[src/cache_settings.svh]
// geometry of the two-way data cache, included by the package and every RTL module
`ifndef CACHE_SETTINGS_SVH
`define CACHE_SETTINGS_SVH

// address split of a 32-bit CPU address
`define CACHE_TAG_W     20
`define CACHE_INDEX_W   8
`define CACHE_OFFSET_W  4

// sets per way
`define CACHE_SETS      256

// a line is four 32-bit banks
`define CACHE_BANKS     4
`define CACHE_WORD_W    32
`define CACHE_LINE_W    128

// victim LFSR start value, must not be zero
`define CACHE_LFSR_SEED 3'b111

`endif

[src/cache_pkg.sv]
// shared types of the data cache: FSM states, address view and CPU/memory bundles
`include "cache_settings.svh"

package cache_pkg;

    // one-hot main FSM
    typedef enum logic [5:0] {
        IDLE     = 6'b000001,
        LOOKUP   = 6'b000010,
        HITWRITE = 6'b000100,
        MISS     = 6'b001000,
        REPLACE  = 6'b010000,
        REFILL   = 6'b100000
    } cache_state_e;

    typedef struct packed {
        logic [`CACHE_TAG_W-1:0]                             tag;
        logic [`CACHE_INDEX_W-1:0]                           index;
        logic [$clog2(`CACHE_BANKS)-1:0]                     bank;
        logic [`CACHE_OFFSET_W-$clog2(`CACHE_BANKS)-1:0]     byte_off;
    } addr_fields_t;

    // same 32 bits, seen as a bus address or split into fields
    typedef union packed {
        logic [`CACHE_TAG_W+`CACHE_INDEX_W+`CACHE_OFFSET_W-1:0] raw;
        addr_fields_t                                           f;
    } cache_addr_u;

    typedef struct packed {
        logic                       op;     // 1 = store
        cache_addr_u                addr;
        logic [`CACHE_WORD_W/8-1:0] wstrb;
        logic [`CACHE_WORD_W-1:0]   wdata;
    } cpu_req_t;

    // one refill beat from memory
    typedef struct packed {
        logic                     valid;
        logic                     last;
        logic [`CACHE_WORD_W-1:0] data;
    } mem_ret_t;

    typedef struct packed {
        logic [`CACHE_TAG_W-1:0] tag;
        logic                    valid;
    } tagv_t;

endpackage

[src/miss_counters.sv]
// refill beat counter and pseudo-random victim way for the cache miss path
`timescale 1ns/1ps
`include "cache_settings.svh"

module miss_counters (
    input  logic                            clk,
    input  logic                            resetn,
    input  logic                            refill,
    input  cache_pkg::mem_ret_t             ret,
    output logic [$clog2(`CACHE_BANKS)-1:0] beat,
    output logic                            victim_way
);
    import cache_pkg::*;

    logic [2:0] lfsr_q;
    logic       beat_valid;

    assign beat_valid = refill && ret.valid;

    // counts returned words, wraps to zero after the last one
    always_ff @(posedge clk) begin
        if (!resetn) begin
            beat <= '0;
        end else if (beat_valid) begin
            beat <= beat + 1'b1;
        end
    end

    // 3-bit LFSR, period 7
    always_ff @(posedge clk) begin
        if (!resetn) begin
            lfsr_q <= `CACHE_LFSR_SEED;
        end else if (beat_valid && ret.last) begin
            lfsr_q <= {lfsr_q[0], lfsr_q[2] ^ lfsr_q[0], lfsr_q[1]};  // next victim
        end
    end

    assign victim_way = lfsr_q[0];

endmodule

[config.mk]
export PLATFORM = sky130hd
export DESIGN_NAME = miss_counters
export DESIGN_NICKNAME = d
export VERILOG_FILES = /design/src/cache_pkg.sv /design/src/miss_counters.sv
export VERILOG_INCLUDE_DIRS = /design/src /design/src/src
export SDC_FILE = /design/constraint.sdc
export NUM_CORES = 1
export LEC_CHECK = 0
export BUFFER_PORTS_ARGS = -buffer_cell sky130_fd_sc_hd__buf_2
export CAP_MARGIN = 30
export CORE_AREA = 4 4 41 43
export CTS_CLUSTER_SIZE = 8
export DETAILED_ROUTE_END_ITERATION = 12
export DIE_AREA = 0 0 45 47
export SYNTH_ARGS = -nofsm -noshare
export SYNTH_HDL_FRONTEND = slang
export SYNTH_SLANG_ARGS = --single-unit
[constraint.sdc]
create_clock -name clk -period 1.49 [get_ports clk]
set_clock_uncertainty 0.15 [all_clocks]
set_input_delay 0.298 -clock clk [delete_from_list [all_inputs] [get_ports clk]]
set_output_delay 0.298 -clock clk [all_outputs]
set_load 0.02 [all_outputs]
==> impl_results.md <==
- I/O pins: 40
- Status: completed
- Critical path's slowest cell: dfxtp_1
- Register area share after synthesis: 0.417
- CP required: 1040 ps
- Mapped Area: around 240 sq um
- Global Route Usage Sum: 0.0602
- RePlAce Congestion: around 0.65
- Hold Crit Depth: 2
- Worst Setup Start Kind: register
- Synth Area in XOR/XNOR: 0.0365
- Reg-to-reg endpoint: beat[0]$_SDFFE_PN0P_
- First DRT Iteration DRCs: 6
- Pwr/cell area: 1050 nW/um^2
- Max-cap violations: 0
- Die area: 2120 sq um
- RSZ-0062 raised after global routing: no
- Drt pass-1 iters: 2
- Pins Over Slew Limit: 0
- Yosys warnings: 0
- Largest net degree at the start of global routing: 9
- Vias in the first global route: 189
- Syn Inst Count: 23
- # setup viols final: 0
- FF-to-FF setup slack: 540 ps
- Leakage power: around 0.14 nW
- Die width: ~45 um
- Worst R2R Start: beat[0]$_SDFFE_PN0P_
- Cell total after placement: 45
- Die height: roughly 47 um
- Synth Register Bits: 5
- Core Util, Final: 0.246
- Hold Crit Class: in -> reg
- Hold Crit Start: resetn
- Minimum clock period: 1220 ps
- Count of cell types in the netlist: 14
- Clock root cell: clkbuf_4
- Post-synthesis compound-gate area fraction: 0.125
- Cell Rows: 13
- Clock Latency Late Sink: 240 ps
- Post-place setup slack: 411 ps
- Crit Path Max Fanout: 3
- Final hold violation count: 0
- DPL Wire Length: 366 um
- Wirelength per Cell: 9.43 um
- Cell family with most CP delay: flip-flops
- Syn Nets: 60
- TritonCTS clock tree: yes
- Mux share of post-synthesis cell area: 0.125
- Worst rel slew slack: 0.843
- Core region area: 1300 sq um
- First-pass GRT wire length: 800 um
- Worst-margin pin slew: between 200 and 250 ps
- # H-tree levels: 1
- Worst-path cell chain: buf_2
- Critical path endpoint category: output pin
- Post-cts sizing count: 0
- CTS sink count: 5
- Setup TNS Final: 0 ps
- Simple-Gate Fraction of Synth Area: 0.297
- Clk slew on worst S/H paths: 50 ps
- Crit path kind: reg -> out
- Worst ir drop on vdd: 0.331 mV
- Fin nets: between 70 and 80
- Hold_buf cts: 0
- Clk buf depth: 2
- Detail Route Antenna Nets: 0
- Fill cells: approximately 160
- WHS Endpoint: beat[0]$_SDFFE_PN0P_
- Antenna violations before repair: 0
- Main combinational cell family by area after synthesis: simple AND/OR/NAND/NOR gates
- Synth Area in Adders: 0
- Setup bufs post-CTS: 0
- Initial Utilization: 0.185
- Drt via density: roughly 4.2
- DR vias: 208
- IO Port Bufs: 7
- Syn Area/Cell: 10.4 sq um
- Crit path arrival time: 770 ps
- Diode count: 0
- Final period util: 0.816
- Worst r2r path cells: 2
- PnR worst setup slack: ~270 ps
- Total CTS buffers: 3
- Final WL: 462 um
- Layout overhead on the synthesized area: 33.3%
- Final Instance Count excl. Fillers: 49
- Buffer and inverter count on the worst path: 1
- GRT overflow: 0
- DRC: 0
- CP max stage delay: approximately 350 ps
- Layout cells sized above 1: 0.353
- Max Freq: between 800 and 900 MHz
-- through the flow --
stage | power, mW | hold slack [ps] | instance area [sq um]
after floorplan | 0.167 | 265 | 240
after global placement | 0.182 | 309 | 294
after detailed placement | 0.183 | 315 | 294
after CTS | 0.345 | 202 | 320
after global routing | 0.364 | 210 | 320
final | 0.337 | 208 | 320
-- state kept, by name, summed over array words and instances, names as in the netlist --
signal and count:
beat 2, lfsr_q 3
-- synth_stat cells --
cell | n | area (sq um)
nor3b_1 | 1 | 7.51
mux2i_1 | 3 | 30.0
a21boi_0 | 1 | 7.51
and4_4 | 1 | 11.3
o21a_1 | 1 | 7.51
nor2b_1 | 3 | 18.8
a221oi_2 | 1 | 15.0
nand2b_1 | 1 | 6.26
nand2_1 | 2 | 7.51
dfxtp_1 | 5 | 100
xnor2_1 | 1 | 8.76
and3b_1 | 1 | 8.76
and3_1 | 1 | 6.26
nand3_1 | 1 | 5.00
-- placed cells by master (no fill, tap or decap) --
cell | netlist | final
clkbuf_4 | 0 | 3
nor3b_1 | 1 | 1
and4_4 | 1 | 1
and3b_1 | 1 | 1
nand3_1 | 1 | 1
xnor2_1 | 1 | 1
buf_2 | 0 | 7
nor2b_1 | 3 | 3
nand2_1 | 2 | 2
nand2b_1 | 1 | 1
dfxtp_1 | 5 | 5
mux2i_1 | 3 | 3
a221oi_2 | 1 | 1
a21boi_0 | 1 | 1
clkbuf_1 | 0 | 1
o21a_1 | 1 | 1
and3_1 | 1 | 1
-- final cells by class --
class                           instances  area (sq um)  share of cell area
Multi-Input combinational cell         18           140               0.437
Sequential cell                         5           100               0.313
Timing Repair Buffer                    7          35.0               0.109
Clock buffer                            4          26.3              0.0820
Tap cell                               15          18.8              0.0586
-- logic make-up (layout without fill, tap and decap cells) --
| logic type | count (synthesis) | in the layout |
|---|---|---|
| AND/OR/NAND/NOR | 11 | 11 |
| flip-flops | 5 | 5 |
| AO/OA/AOI/OAI | 3 | 3 |
| multiplexers | 3 | 3 |
| XOR/XNOR | 1 | 1 |
| buffers and inverters | 0 | 11 |
-- per-layer routing --
metal | wire length [um] | vias to the layer above | global-route usage | part of all wire
met5 | 0 | - | 0 | 0
met4 | 8 | 0 | 0.0702 | 0.017
met3 | 55 | 2 | 0.0536 | 0.12
met2 | 171 | 6 | 0.0593 | 0.37
met1 | 226 | 91 | 0.0664 | 0.49
li1 | - | 109 | - | -
-- power by group --
part / internal [mW] / switching [mW] / leakage [nW]
sequential: 0.140 / 0.00348 / 0.0408
combinational: 0.0179 / 0.0184 / 0.0809
clock: 0.101 / 0.0563 / 0.0150
-- worst max path at each step --
stage	depth (start not counted)	to	start	slack (ps)
global route	1	beat[0]	beat[0]$_SDFFE_PN0P_	230
detailed placement	3	lfsr_q[1]$_SDFFE_PN1P_	resetn	410
global placement	3	lfsr_q[1]$_SDFFE_PN1P_	resetn	390
floorplan	2	beat[0]$_SDFFE_PN0P_	beat[0]$_SDFFE_PN0P_	440
CTS	1	victim_way	lfsr_q[0]$_SDFFE_PN1P_	260
finish	1	victim_way	lfsr_q[0]$_SDFFE_PN1P_	270
(Power assumes the default switching activity.)
