<file path="src/cache_settings.svh">
// geometry of the two-way data cache, included by the package and every RTL module
`ifndef CACHE_SETTINGS_SVH
`define CACHE_SETTINGS_SVH

// address split of a 32-bit CPU address
`define CACHE_TAG_W     20
`define CACHE_INDEX_W   8
`define CACHE_OFFSET_W  4

// sets per way
`define CACHE_SETS      256

// a line is four 32-bit banks
`define CACHE_BANKS     4
`define CACHE_WORD_W    32
`define CACHE_LINE_W    128

// victim LFSR start value, must not be zero
`define CACHE_LFSR_SEED 3'b111

`endif

</file>
<file path="src/cache_pkg.sv">
// shared types of the data cache: FSM states, address view and CPU/memory bundles
`include "cache_settings.svh"

package cache_pkg;

    // one-hot main FSM
    typedef enum logic [5:0] {
        IDLE     = 6'b000001,
        LOOKUP   = 6'b000010,
        HITWRITE = 6'b000100,
        MISS     = 6'b001000,
        REPLACE  = 6'b010000,
        REFILL   = 6'b100000
    } cache_state_e;

    typedef struct packed {
        logic [`CACHE_TAG_W-1:0]                             tag;
        logic [`CACHE_INDEX_W-1:0]                           index;
        logic [$clog2(`CACHE_BANKS)-1:0]                     bank;
        logic [`CACHE_OFFSET_W-$clog2(`CACHE_BANKS)-1:0]     byte_off;
    } addr_fields_t;

    // same 32 bits, seen as a bus address or split into fields
    typedef union packed {
        logic [`CACHE_TAG_W+`CACHE_INDEX_W+`CACHE_OFFSET_W-1:0] raw;
        addr_fields_t                                           f;
    } cache_addr_u;

    typedef struct packed {
        logic                       op;     // 1 = store
        cache_addr_u                addr;
        logic [`CACHE_WORD_W/8-1:0] wstrb;
        logic [`CACHE_WORD_W-1:0]   wdata;
    } cpu_req_t;

    // one refill beat from memory
    typedef struct packed {
        logic                     valid;
        logic                     last;
        logic [`CACHE_WORD_W-1:0] data;
    } mem_ret_t;

    typedef struct packed {
        logic [`CACHE_TAG_W-1:0] tag;
        logic                    valid;
    } tagv_t;

endpackage

</file>
<file path="src/cache_ctrl.sv">
// main cache FSM with the request buffer; drives CPU and memory strobes and store controls
`timescale 1ns/1ps
`include "cache_settings.svh"

module cache_ctrl (
    input  logic                            clk,
    input  logic                            resetn,
    input  logic                            valid,
    input  cache_pkg::cpu_req_t             req,
    input  logic                            hit0,
    input  logic                            hit1,
    input  logic                            victim_dirty,
    input  logic [`CACHE_TAG_W-1:0]         victim_tag,
    input  cache_pkg::mem_ret_t             ret,
    input  logic                            rd_rdy,
    input  logic                            wr_rdy,
    input  logic [$clog2(`CACHE_BANKS)-1:0] beat,
    input  logic                            victim_way,
    output logic                            addr_ok,
    output logic                            data_ok,
    output logic                            rd_req,
    output logic [31:0]                     rd_addr,
    output logic                            wr_req,
    output logic [31:0]                     wr_addr,
    output logic                            lookup,
    output logic                            hit_write,
    output logic                            refill,
    output logic                            hit_way,
    output cache_pkg::cpu_req_t             held_req
);
    import cache_pkg::*;

    cache_state_e state_q;
    cache_state_e state_d;
    logic         hit;
    logic         hit_way_q;   // way of a store hit, kept for HITWRITE
    logic         req_beat;
    cache_addr_u  rd_line;
    cache_addr_u  wr_line;

    assign hit      = hit0 | hit1;
    assign req_beat = ret.valid && (beat == held_req.addr.f.bank);  // requested word arriving

    always_ff @(posedge clk) begin
        if (!resetn) begin
            state_q <= IDLE;
        end else begin
            state_q <= state_d;
        end
    end

    always_comb begin
        state_d = state_q;
        case (state_q)
            IDLE: begin
                if (valid) begin
                    state_d = LOOKUP;
                end
            end
            LOOKUP: begin
                if (!hit) begin
                    state_d = MISS;
                end else if (held_req.op) begin
                    state_d = HITWRITE;
                end else begin
                    state_d = IDLE;
                end
            end
            HITWRITE: state_d = IDLE;
            MISS: begin
                // clean or invalid victim leaves at once
                if (!wr_req || wr_rdy) begin
                    state_d = REPLACE;
                end
            end
            REPLACE: begin
                if (rd_rdy) begin
                    state_d = REFILL;
                end
            end
            REFILL: begin
                if (ret.valid && ret.last) begin
                    state_d = IDLE;
                end
            end
            default: state_d = IDLE;
        endcase
    end

    // request buffer, loaded on acceptance
    always_ff @(posedge clk) begin
        if (lookup) begin
            held_req <= req;
        end
        if (state_q == LOOKUP) begin
            hit_way_q <= hit1;
        end
    end

    assign addr_ok   = (state_q == IDLE);
    assign lookup    = valid && addr_ok;
    assign hit_write = (state_q == HITWRITE);
    assign refill    = (state_q == REFILL);

    // way the stores address; on a miss it is the victim
    assign hit_way = (state_q == LOOKUP)   ? hit1 :
                     (state_q == HITWRITE) ? hit_way_q : victim_way;

    // stores complete in LOOKUP, loads on a hit or on their refill beat
    assign data_ok = ((state_q == LOOKUP) && (hit || held_req.op)) ||
                     (refill && !held_req.op && req_beat);

    assign rd_req = (state_q == REPLACE);
    assign wr_req = (state_q == MISS) && victim_dirty;

    // line addresses, offset zero
    always_comb begin
        rd_line.f = '{tag: held_req.addr.f.tag, index: held_req.addr.f.index,
                      bank: '0, byte_off: '0};
        wr_line.f = '{tag: victim_tag, index: held_req.addr.f.index,
                      bank: '0, byte_off: '0};
    end

    assign rd_addr = rd_line.raw;
    assign wr_addr = wr_line.raw;

endmodule

</file>
<file path="config.mk">
export PLATFORM = sky130hd
export DESIGN_NAME = cache_ctrl
export DESIGN_NICKNAME = d
export VERILOG_FILES = /design/src/cache_pkg.sv /design/src/cache_ctrl.sv
export VERILOG_INCLUDE_DIRS = /design/src /design/src/src
export SDC_FILE = /design/constraint.sdc
export NUM_CORES = 1
export LEC_CHECK = 0
export BUFFER_PORTS_ARGS = -buffer_cell sky130_fd_sc_hd__buf_2
export CAP_MARGIN = 30
export CORE_AREA = 2 2 107 109
export DETAILED_ROUTE_END_ITERATION = 7
export DIE_AREA = 0 0 109 111
export GPL_TIMING_DRIVEN = 0
export PLACE_DENSITY = 0.61
export SYNTH_ARGS = -nofsm -noshare
export SYNTH_HDL_FRONTEND = slang
export SYNTH_SLANG_ARGS = --single-unit
</file>
<file path="constraint.sdc">
create_clock -name clk -period 4.35 [get_ports clk]
set_input_delay 0.6525 -clock clk [delete_from_list [all_inputs] [get_ports clk]]
set_output_delay 0.6525 -clock clk [all_outputs]
set_load 0.01 [all_outputs]
</file>
==> results of run 1 <==
per-layer routing:
layer / vias to the layer above / routed length, µm / GRT usage / part of all wire
li1: 1087 / - / - / -
met1: 1062 / 2495 / 0.1222 / 0.35
met2: 157 / 3638 / 0.2017 / 0.51
met3: 5 / 923 / 0.05291 / 0.13
met4: 0 / 93 / 0.05128 / 0.013
met5: - / 0 / 0 / 0
metrics by stage:
stage,power [W],setup slack (ns)
floorplan,0.001053,1.051
global placement,0.001187,0.004182
detailed placement,0.001189,1.659
CTS,0.001865,1.304
global route,0.001919,1.124
finish,0.001835,1.378
worst max-delay path, delay by kind of cell (launching register included):
| family | cells | cell delay [ns] |
|---|---|---|
| simple gates | 3 | 1.21 |
| flops | 1 | 0.38 |
| buf+inv | 2 | 0.36 |
cell usage in the layout, fill, tap and decap left out, drive strengths merged:
| cell type | count |
|---|---|
| clkinvlp | 2 |
| nand3 | 3 |
| nor2 | 6 |
| nand2b | 1 |
| conb | 8 |
| mux2i | 1 |
| o2bb2ai | 1 |
| o22ai | 1 |
| nand3b | 1 |
| nor2b | 2 |
| nand4b | 1 |
| nand2 | 3 |
| buf | 279 |
| and2 | 2 |
| xor2 | 3 |
| dfxtp | 6 |
| a21oi | 1 |
| o21bai | 1 |
| nand4 | 2 |
| a2111oi | 1 |
| nor3 | 4 |
| inv | 6 |
| edfxtp | 70 |
| nor4 | 1 |
| clkinv | 2 |
| nor4b | 2 |
| a21boi | 2 |
| clkbuf | 11 |
| o211ai | 2 |
| and3 | 3 |
| o21ai | 3 |
sequential cells by signal, indices dropped and copies added (netlist names):
signal     flops
state_q        6
hit_way_q      1
held_req      69
layout make-up:
class                           count  area [µm²]
Timing Repair Buffer              214        1071
Fill cell                        1058        6492
Sequential cell                    76        2222
Tap cell                          143       178.9
Inverter                            5       18.77
Buffer                             65       488.0
Clock inverter                      5       37.54
Clock buffer                       11       232.7
Multi-Input combinational cell     55       335.3
power breakdown:
group,switching [W],internal (W),total (W)
Combinational,0.000137,0.000136,0.000273
Sequential,0.0000247,0.000870,0.000895
Clock,0.000279,0.000388,0.000667
Total,0.000441,0.00139,0.00184
worst min-delay path by stage:
stage / endpoint / start / cells after the start / slack [ns]
final: held_req[10]$_DFFE_PP_ / req[10] / 1 / 0.50
after global routing: held_req[7]$_DFFE_PP_ / req[7] / 1 / 0.48
after CTS: held_req[24]$_DFFE_PP_ / req[24] / 1 / 0.48
after detailed placement: state_q[0]$_SDFFE_PN1P_ / state_q[5]$_SDFFE_PN0P_ / 2 / 0.60
after global placement: state_q[0]$_SDFFE_PN1P_ / state_q[5]$_SDFFE_PN0P_ / 2 / 0.59
after floorplan: state_q[0]$_SDFFE_PN1P_ / state_q[5]$_SDFFE_PN0P_ / 2 / 0.53
cells by family after synthesis:
| group | share of synthesized area |
|---|---|
| flip-flops | 0.7321 |
| AND/OR/NAND/NOR | 0.06059 |
| buffers and inverters | 0.1669 |
| XOR/XNOR | 0.008658 |
| other | 0.001235 |
| multiplexers | 0.003298 |
| AO/OA/AOI/OAI | 0.02720 |
==> results.py, run 1 <==
metrics = {
    "cells_and_area": {
        "area_growth_pct": 51.03,
        "fin_cells": 574,
        "finalNetCount": 560,
        "post-route-util": 0.4139,
        "n_antenna_cell": 0,
        "drive_above_1_share": 0.6868,
        "fin_area_um2": 4584,
    },
    "clock_tree": {
        "ctsResizeCount": 0,
        "cts-root-buf": "clkbuf_16",
        "clkLatencyLatePin_ns": 0.32,
        "cts_tree": "done",
        "clk_pin_slew_ns": 0.06,
        "clock-sinks": 76,
        "holdBufCountCts": 0,
        "clockBufferDepth": 2,
        "post_cts_buffers": 0,
        "cts_buffers": 9,
        "htreeDepth": 3,
    },
    "pwr": {
        "power_density_nw_per_um2": 400.4,
        "ir_worst_vdd_uv": 227.4,
        "leakage_nw": 2.175,
    },
    "placed_design": {
        "dp.cells": 558,
        "gp_congestion": 0.7994,
        "place_area_um2": 4314,
        "portBuffers": 214,
        "dp_hpwl_mm": 5.609,
    },
    "critical_path": {
        "worstPathArrival_ns": 2.32,
        "r2r_end": "held_req[45]$_DFFE_PP_",
        "critPathCapture": "lookup",
        "crit_path_max_incr_delay_ns": 0.71,
        "rr_worst_depth": 4,
        "crit_start": "state_q[1]$_SDFFE_PN0P_",
        "required_ns": 3.70,
        "crit_fanout": 70,
        "crit_type": "reg2out",
        "crit_path_cell_trace": "nor4_2, nand3b_1, inv_1, and2_4, buf_2",
        "slowest_stage": "and2_4",
        "worstSetupEndpointType": "output port",
        "reg2reg_from": "state_q[1]$_SDFFE_PN0P_",
        "start_kind": "flip-flop",
        "reg2reg_slack_ns": 2.23,
    },
    "synth": {
        "syn_avg_cell_area_um2": 15.65,
        "synth_edf_count": 70,
        "synthCells": 194,
        "synth_warnings": 0,
        "synthTopCellsByArea": "edfxtp_1, buf_4, dfxtp_1",
        "ys_seq_area_frac": 0.7321,
        "synthArstFlopShare": 0,
        "ys_ff_latch": 76,
        "synth_top_cell_by_area": "edfxtp_1",
        "ys_types": 29,
        "synth_area_um2": 3035,
        "synth_top_cell_area_share": 0.6925,
        "post-synth-top-count-cell": "edfxtp_1",
        "synthTopCellsByCount": "edfxtp_1, buf_4, dfxtp_1, nor2_1, inv_1",
        "synth_top_flop_cell": "edfxtp_1",
    },
    "grt": {
        "grt_start_max_net_pins": 71,
        "grt_pass1_wl_mm": 10.56,
        "grt_overflow_total": 0,
        "antenna_found_initial": 0,
        "grt_usage": 0.1178,
        "grt_pass1_vias": 2181,
    },
    "detailed_routing": {
        "via_count": 2311,
        "drt_wl_total_mm": 7.151,
        "dr.first_iter.drc_count": 62,
        "drc": 0,
        "antenna_left": 0,
        "wire_per_inst_um": 12.46,
        "via_per_inst": 4.026,
        "first_pass_iters": 4,
    },
    "sta": {
        "fin_skew_ns": 0.004647,
        "setup_violations": 0,
        "fin_crit_ns": 2.972,
        "max-slew-margin-rel": 0.3970,
        "fin_setup_tns_ns": 0,
        "slew_viol_final": 0,
        "rsz0062_at_grt": "no",
        "fmax_mhz": 336.5,
        "hold_slack_ns": 0.5012,
        "hold_viol": 0,
        "final.period_utilization": 0.6832,
        "worst_pin_slew_ns": 0.9045,
    },
    "floorplanning": {
        "initial_core_util": 0.2740,
        "die_x_um": 109,
        "num_rows": 39,
        "coreArea_um2": 11080,
        "num_io_pins": 275,
        "dieHeight_um": 111,
        "die_area_um2": 12100,
    },
    "job": {
        "maxCapViolations": 0,
    },
    "hold_path": {
        "hold_path.class": "in2reg",
    },
    "status": {
        "status": "completed",
    },
}
Note: power is estimated with default switching activity, not from simulation.
==> inputs of run 2 (changes only) <==
==> constraint.sdc (replaced) <==
create_clock -name clk -period 3.01 [get_ports clk]
set_input_delay 0.4515 -clock clk [delete_from_list [all_inputs] [get_ports clk]]
set_output_delay 0.4515 -clock clk [all_outputs]
set_load 0.01 [all_outputs]
==> run 2 against run 1 <==
Worst hold slack worse by 0.20 ns. Clock power is 78% higher. First-iteration DRC count is 15% lower. Flip-flop and latch count unchanged. Critical path depth did not move. Non-clock buffer count unchanged. Combinational power increased by 47%. Worst setup slack worse by 0.96 ns. Sequential power rose by 44%. Die area unchanged. Sequential share of layout area fell by 0.68 points. Largest cell class unchanged.
==> results.py, run 2 (synthesis results as in run 1) <==
metrics = {
    "clock_tree": {
        "cts-root-buf": "clkbuf_16",
        "clockBufferDepth": 2,
        "clk_pin_slew_ns": 0.06,
        "htreeDepth": 3,
        "post_cts_buffers": 0,
        "holdBufCountCts": 0,
        "clock-sinks": 76,
        "cts_tree": "done",
        "clkLatencyLatePin_ns": 0.32,
        "ctsResizeCount": 0,
        "cts_buffers": 9,
    },
    "sta": {
        "fin_crit_ns": 2.588,
        "hold_viol": 0,
        "final.period_utilization": 0.8599,
        "fin_skew_ns": 0.004857,
        "setup_violations": 0,
        "finalWorstSetupSlack_ns": 0.4216,
        "max-slew-margin-rel": 0.4579,
        "fin_setup_tns_ns": 0,
        "fmax_mhz": 386.3,
        "worst_pin_slew_ns": 0.8131,
        "slew_viol_final": 0,
        "rsz0062_at_grt": "no",
    },
    "cells_and_area": {
        "fin_area_um2": 4649,
        "area_growth_pct": 53.17,
        "post-route-util": 0.4197,
        "regMostFlops": "held_req",
        "largest_reg_flops": 69,
        "finalNetCount": 561,
        "n_antenna_cell": 0,
        "final_common_cell": "buf_2",
        "top_regs": "held_req (69), state_q (6), hit_way_q (1)",
        "fillers": 1051,
        "drive_above_1_share": 0.6884,
        "layout_common_cells": "buf_2, edfxtp_1, buf_4",
    },
    "pwr": {
        "power_frac_seq": 0.448,
        "power_frac_comb": 0.139,
        "p_int_w": 0.002253,
        "power_density_nw_per_um2": 620.7,
        "clkPwrFrac": 0.413,
        "ir_worst_vdd_uv": 267.0,
        "p_sw_w": 0.0006325,
        "p_sw_frac": 0.2192,
        "finalPower_w": 0.002886,
        "leakage_nw": 2.211,
    },
    "grt": {
        "grt_overflow_total": 0,
        "grt_usage": 0.1231,
        "grt_start_max_net_pins": 71,
        "grt_pass1_vias": 2261,
        "grt_pass1_wl_mm": 11.03,
        "antenna_found_initial": 0,
    },
    "placed_design": {
        "dp_hpwl_mm": 5.770,
        "place_area_um2": 4314,
        "gp_congestion": 0.7820,
        "place_ws_ns": 0.4837,
        "portBuffers": 214,
    },
    "floorplanning": {
        "die_area_um2": 12100,
        "initial_core_util": 0.2740,
        "num_io_pins": 275,
        "num_rows": 39,
        "die_x_um": 109,
        "dieHeight_um": 111,
        "coreArea_um2": 11080,
    },
    "critical_path": {
        "worstSetupEndpointType": "output port",
        "crit_fanout": 35,
        "start_kind": "flip-flop",
        "crit_type": "reg2out",
        "cp_top_family": "simple AND/OR/NAND/NOR gates",
        "reg2reg_from": "state_q[1]$_SDFFE_PN0P_",
        "crit_path_max_incr_delay_ns": 0.49,
        "worstPathArrival_ns": 2.14,
        "crit_start": "state_q[1]$_SDFFE_PN0P_",
        "r2r_end": "held_req[38]$_DFFE_PP_",
        "required_ns": 2.56,
        "rr_worst_depth": 4,
        "crit_buf_inv": 2,
        "reg2reg_slack_ns": 0.84,
        "slowest_stage": "and2_4",
        "crit_path_cell_trace": "nor4_2, nand3b_1, inv_1, and2_4, buf_2",
    },
    "detailed_routing": {
        "dr.first_iter.drc_count": 53,
        "via_per_inst": 3.956,
        "antenna_left": 0,
        "wire_per_inst_um": 13.17,
        "drt_wl_total_mm": 7.545,
        "first_pass_iters": 4,
        "via_count": 2267,
        "drc": 0,
    },
    "hold_path": {
        "hp-start": "req[34]",
        "hold_path_depth": 1,
        "hold_path.class": "in2reg",
        "whs_endpoint": "held_req[34]$_DFFE_PP_",
    },
    "status": {
        "status": "completed",
    },
    "job": {
        "maxCapViolations": 0,
    },
}
[run 2: metrics by stage]
step	cells	hold WS [ns]
global placement	558	0.5837
detailed placement	558	0.5883
CTS	572	0.2788
floorplan	201	0.5278
global route	573	0.2780
finish	573	0.2971
[run 2: worst max-delay path by stage]
stage               endpoint  cells past startpoint
detailed placement    lookup                      5
global placement      lookup                      5
finish                lookup                      5
global route          lookup                      5
CTS                   lookup                      5
floorplan             lookup                      5
[run 2: worst register-to-register path, stage by stage (launching register included)]
cell and delay (ns):
dfxtp_1 0.38, nor4_2 0.38, nand3b_1 0.14, inv_1 0.16
and2_2 0.72
[run 2: cell type report]
type | instances | area, µm² | share of cell area
multi-input combinational | 56 | 342.8 | 0.07374
tap | 143 | 178.9 | 0.03848
inverter | 5 | 18.77 | 0.004037
buffer | 65 | 488.0 | 0.1050
clock buffer | 9 | 225.2 | 0.04844
clock inverter | 5 | 102.6 | 0.02207
timing repair buffer | 214 | 1071 | 0.2304
sequential | 76 | 2222 | 0.4779
[run 2: power groups by stage]
stage                     sequential, W  combinational, W  clock [W]
after floorplan                 0.00135          0.000167          0
after global placement          0.00132          0.000396          0
after detailed placement        0.00132          0.000402          0
after CTS                       0.00130          0.000403    0.00123
after global routing            0.00130          0.000438    0.00127
final                           0.00129          0.000400    0.00119
[run 2: layer usage]
metal / share of wire / vias up / global-route usage
met5: 0 / - / 0
li1: - / 1086 / -
met4: 0.016 / 0 / 0.06068
met1: 0.37 / 1017 / 0.1269
met3: 0.11 / 11 / 0.05056
met2: 0.50 / 153 / 0.2116
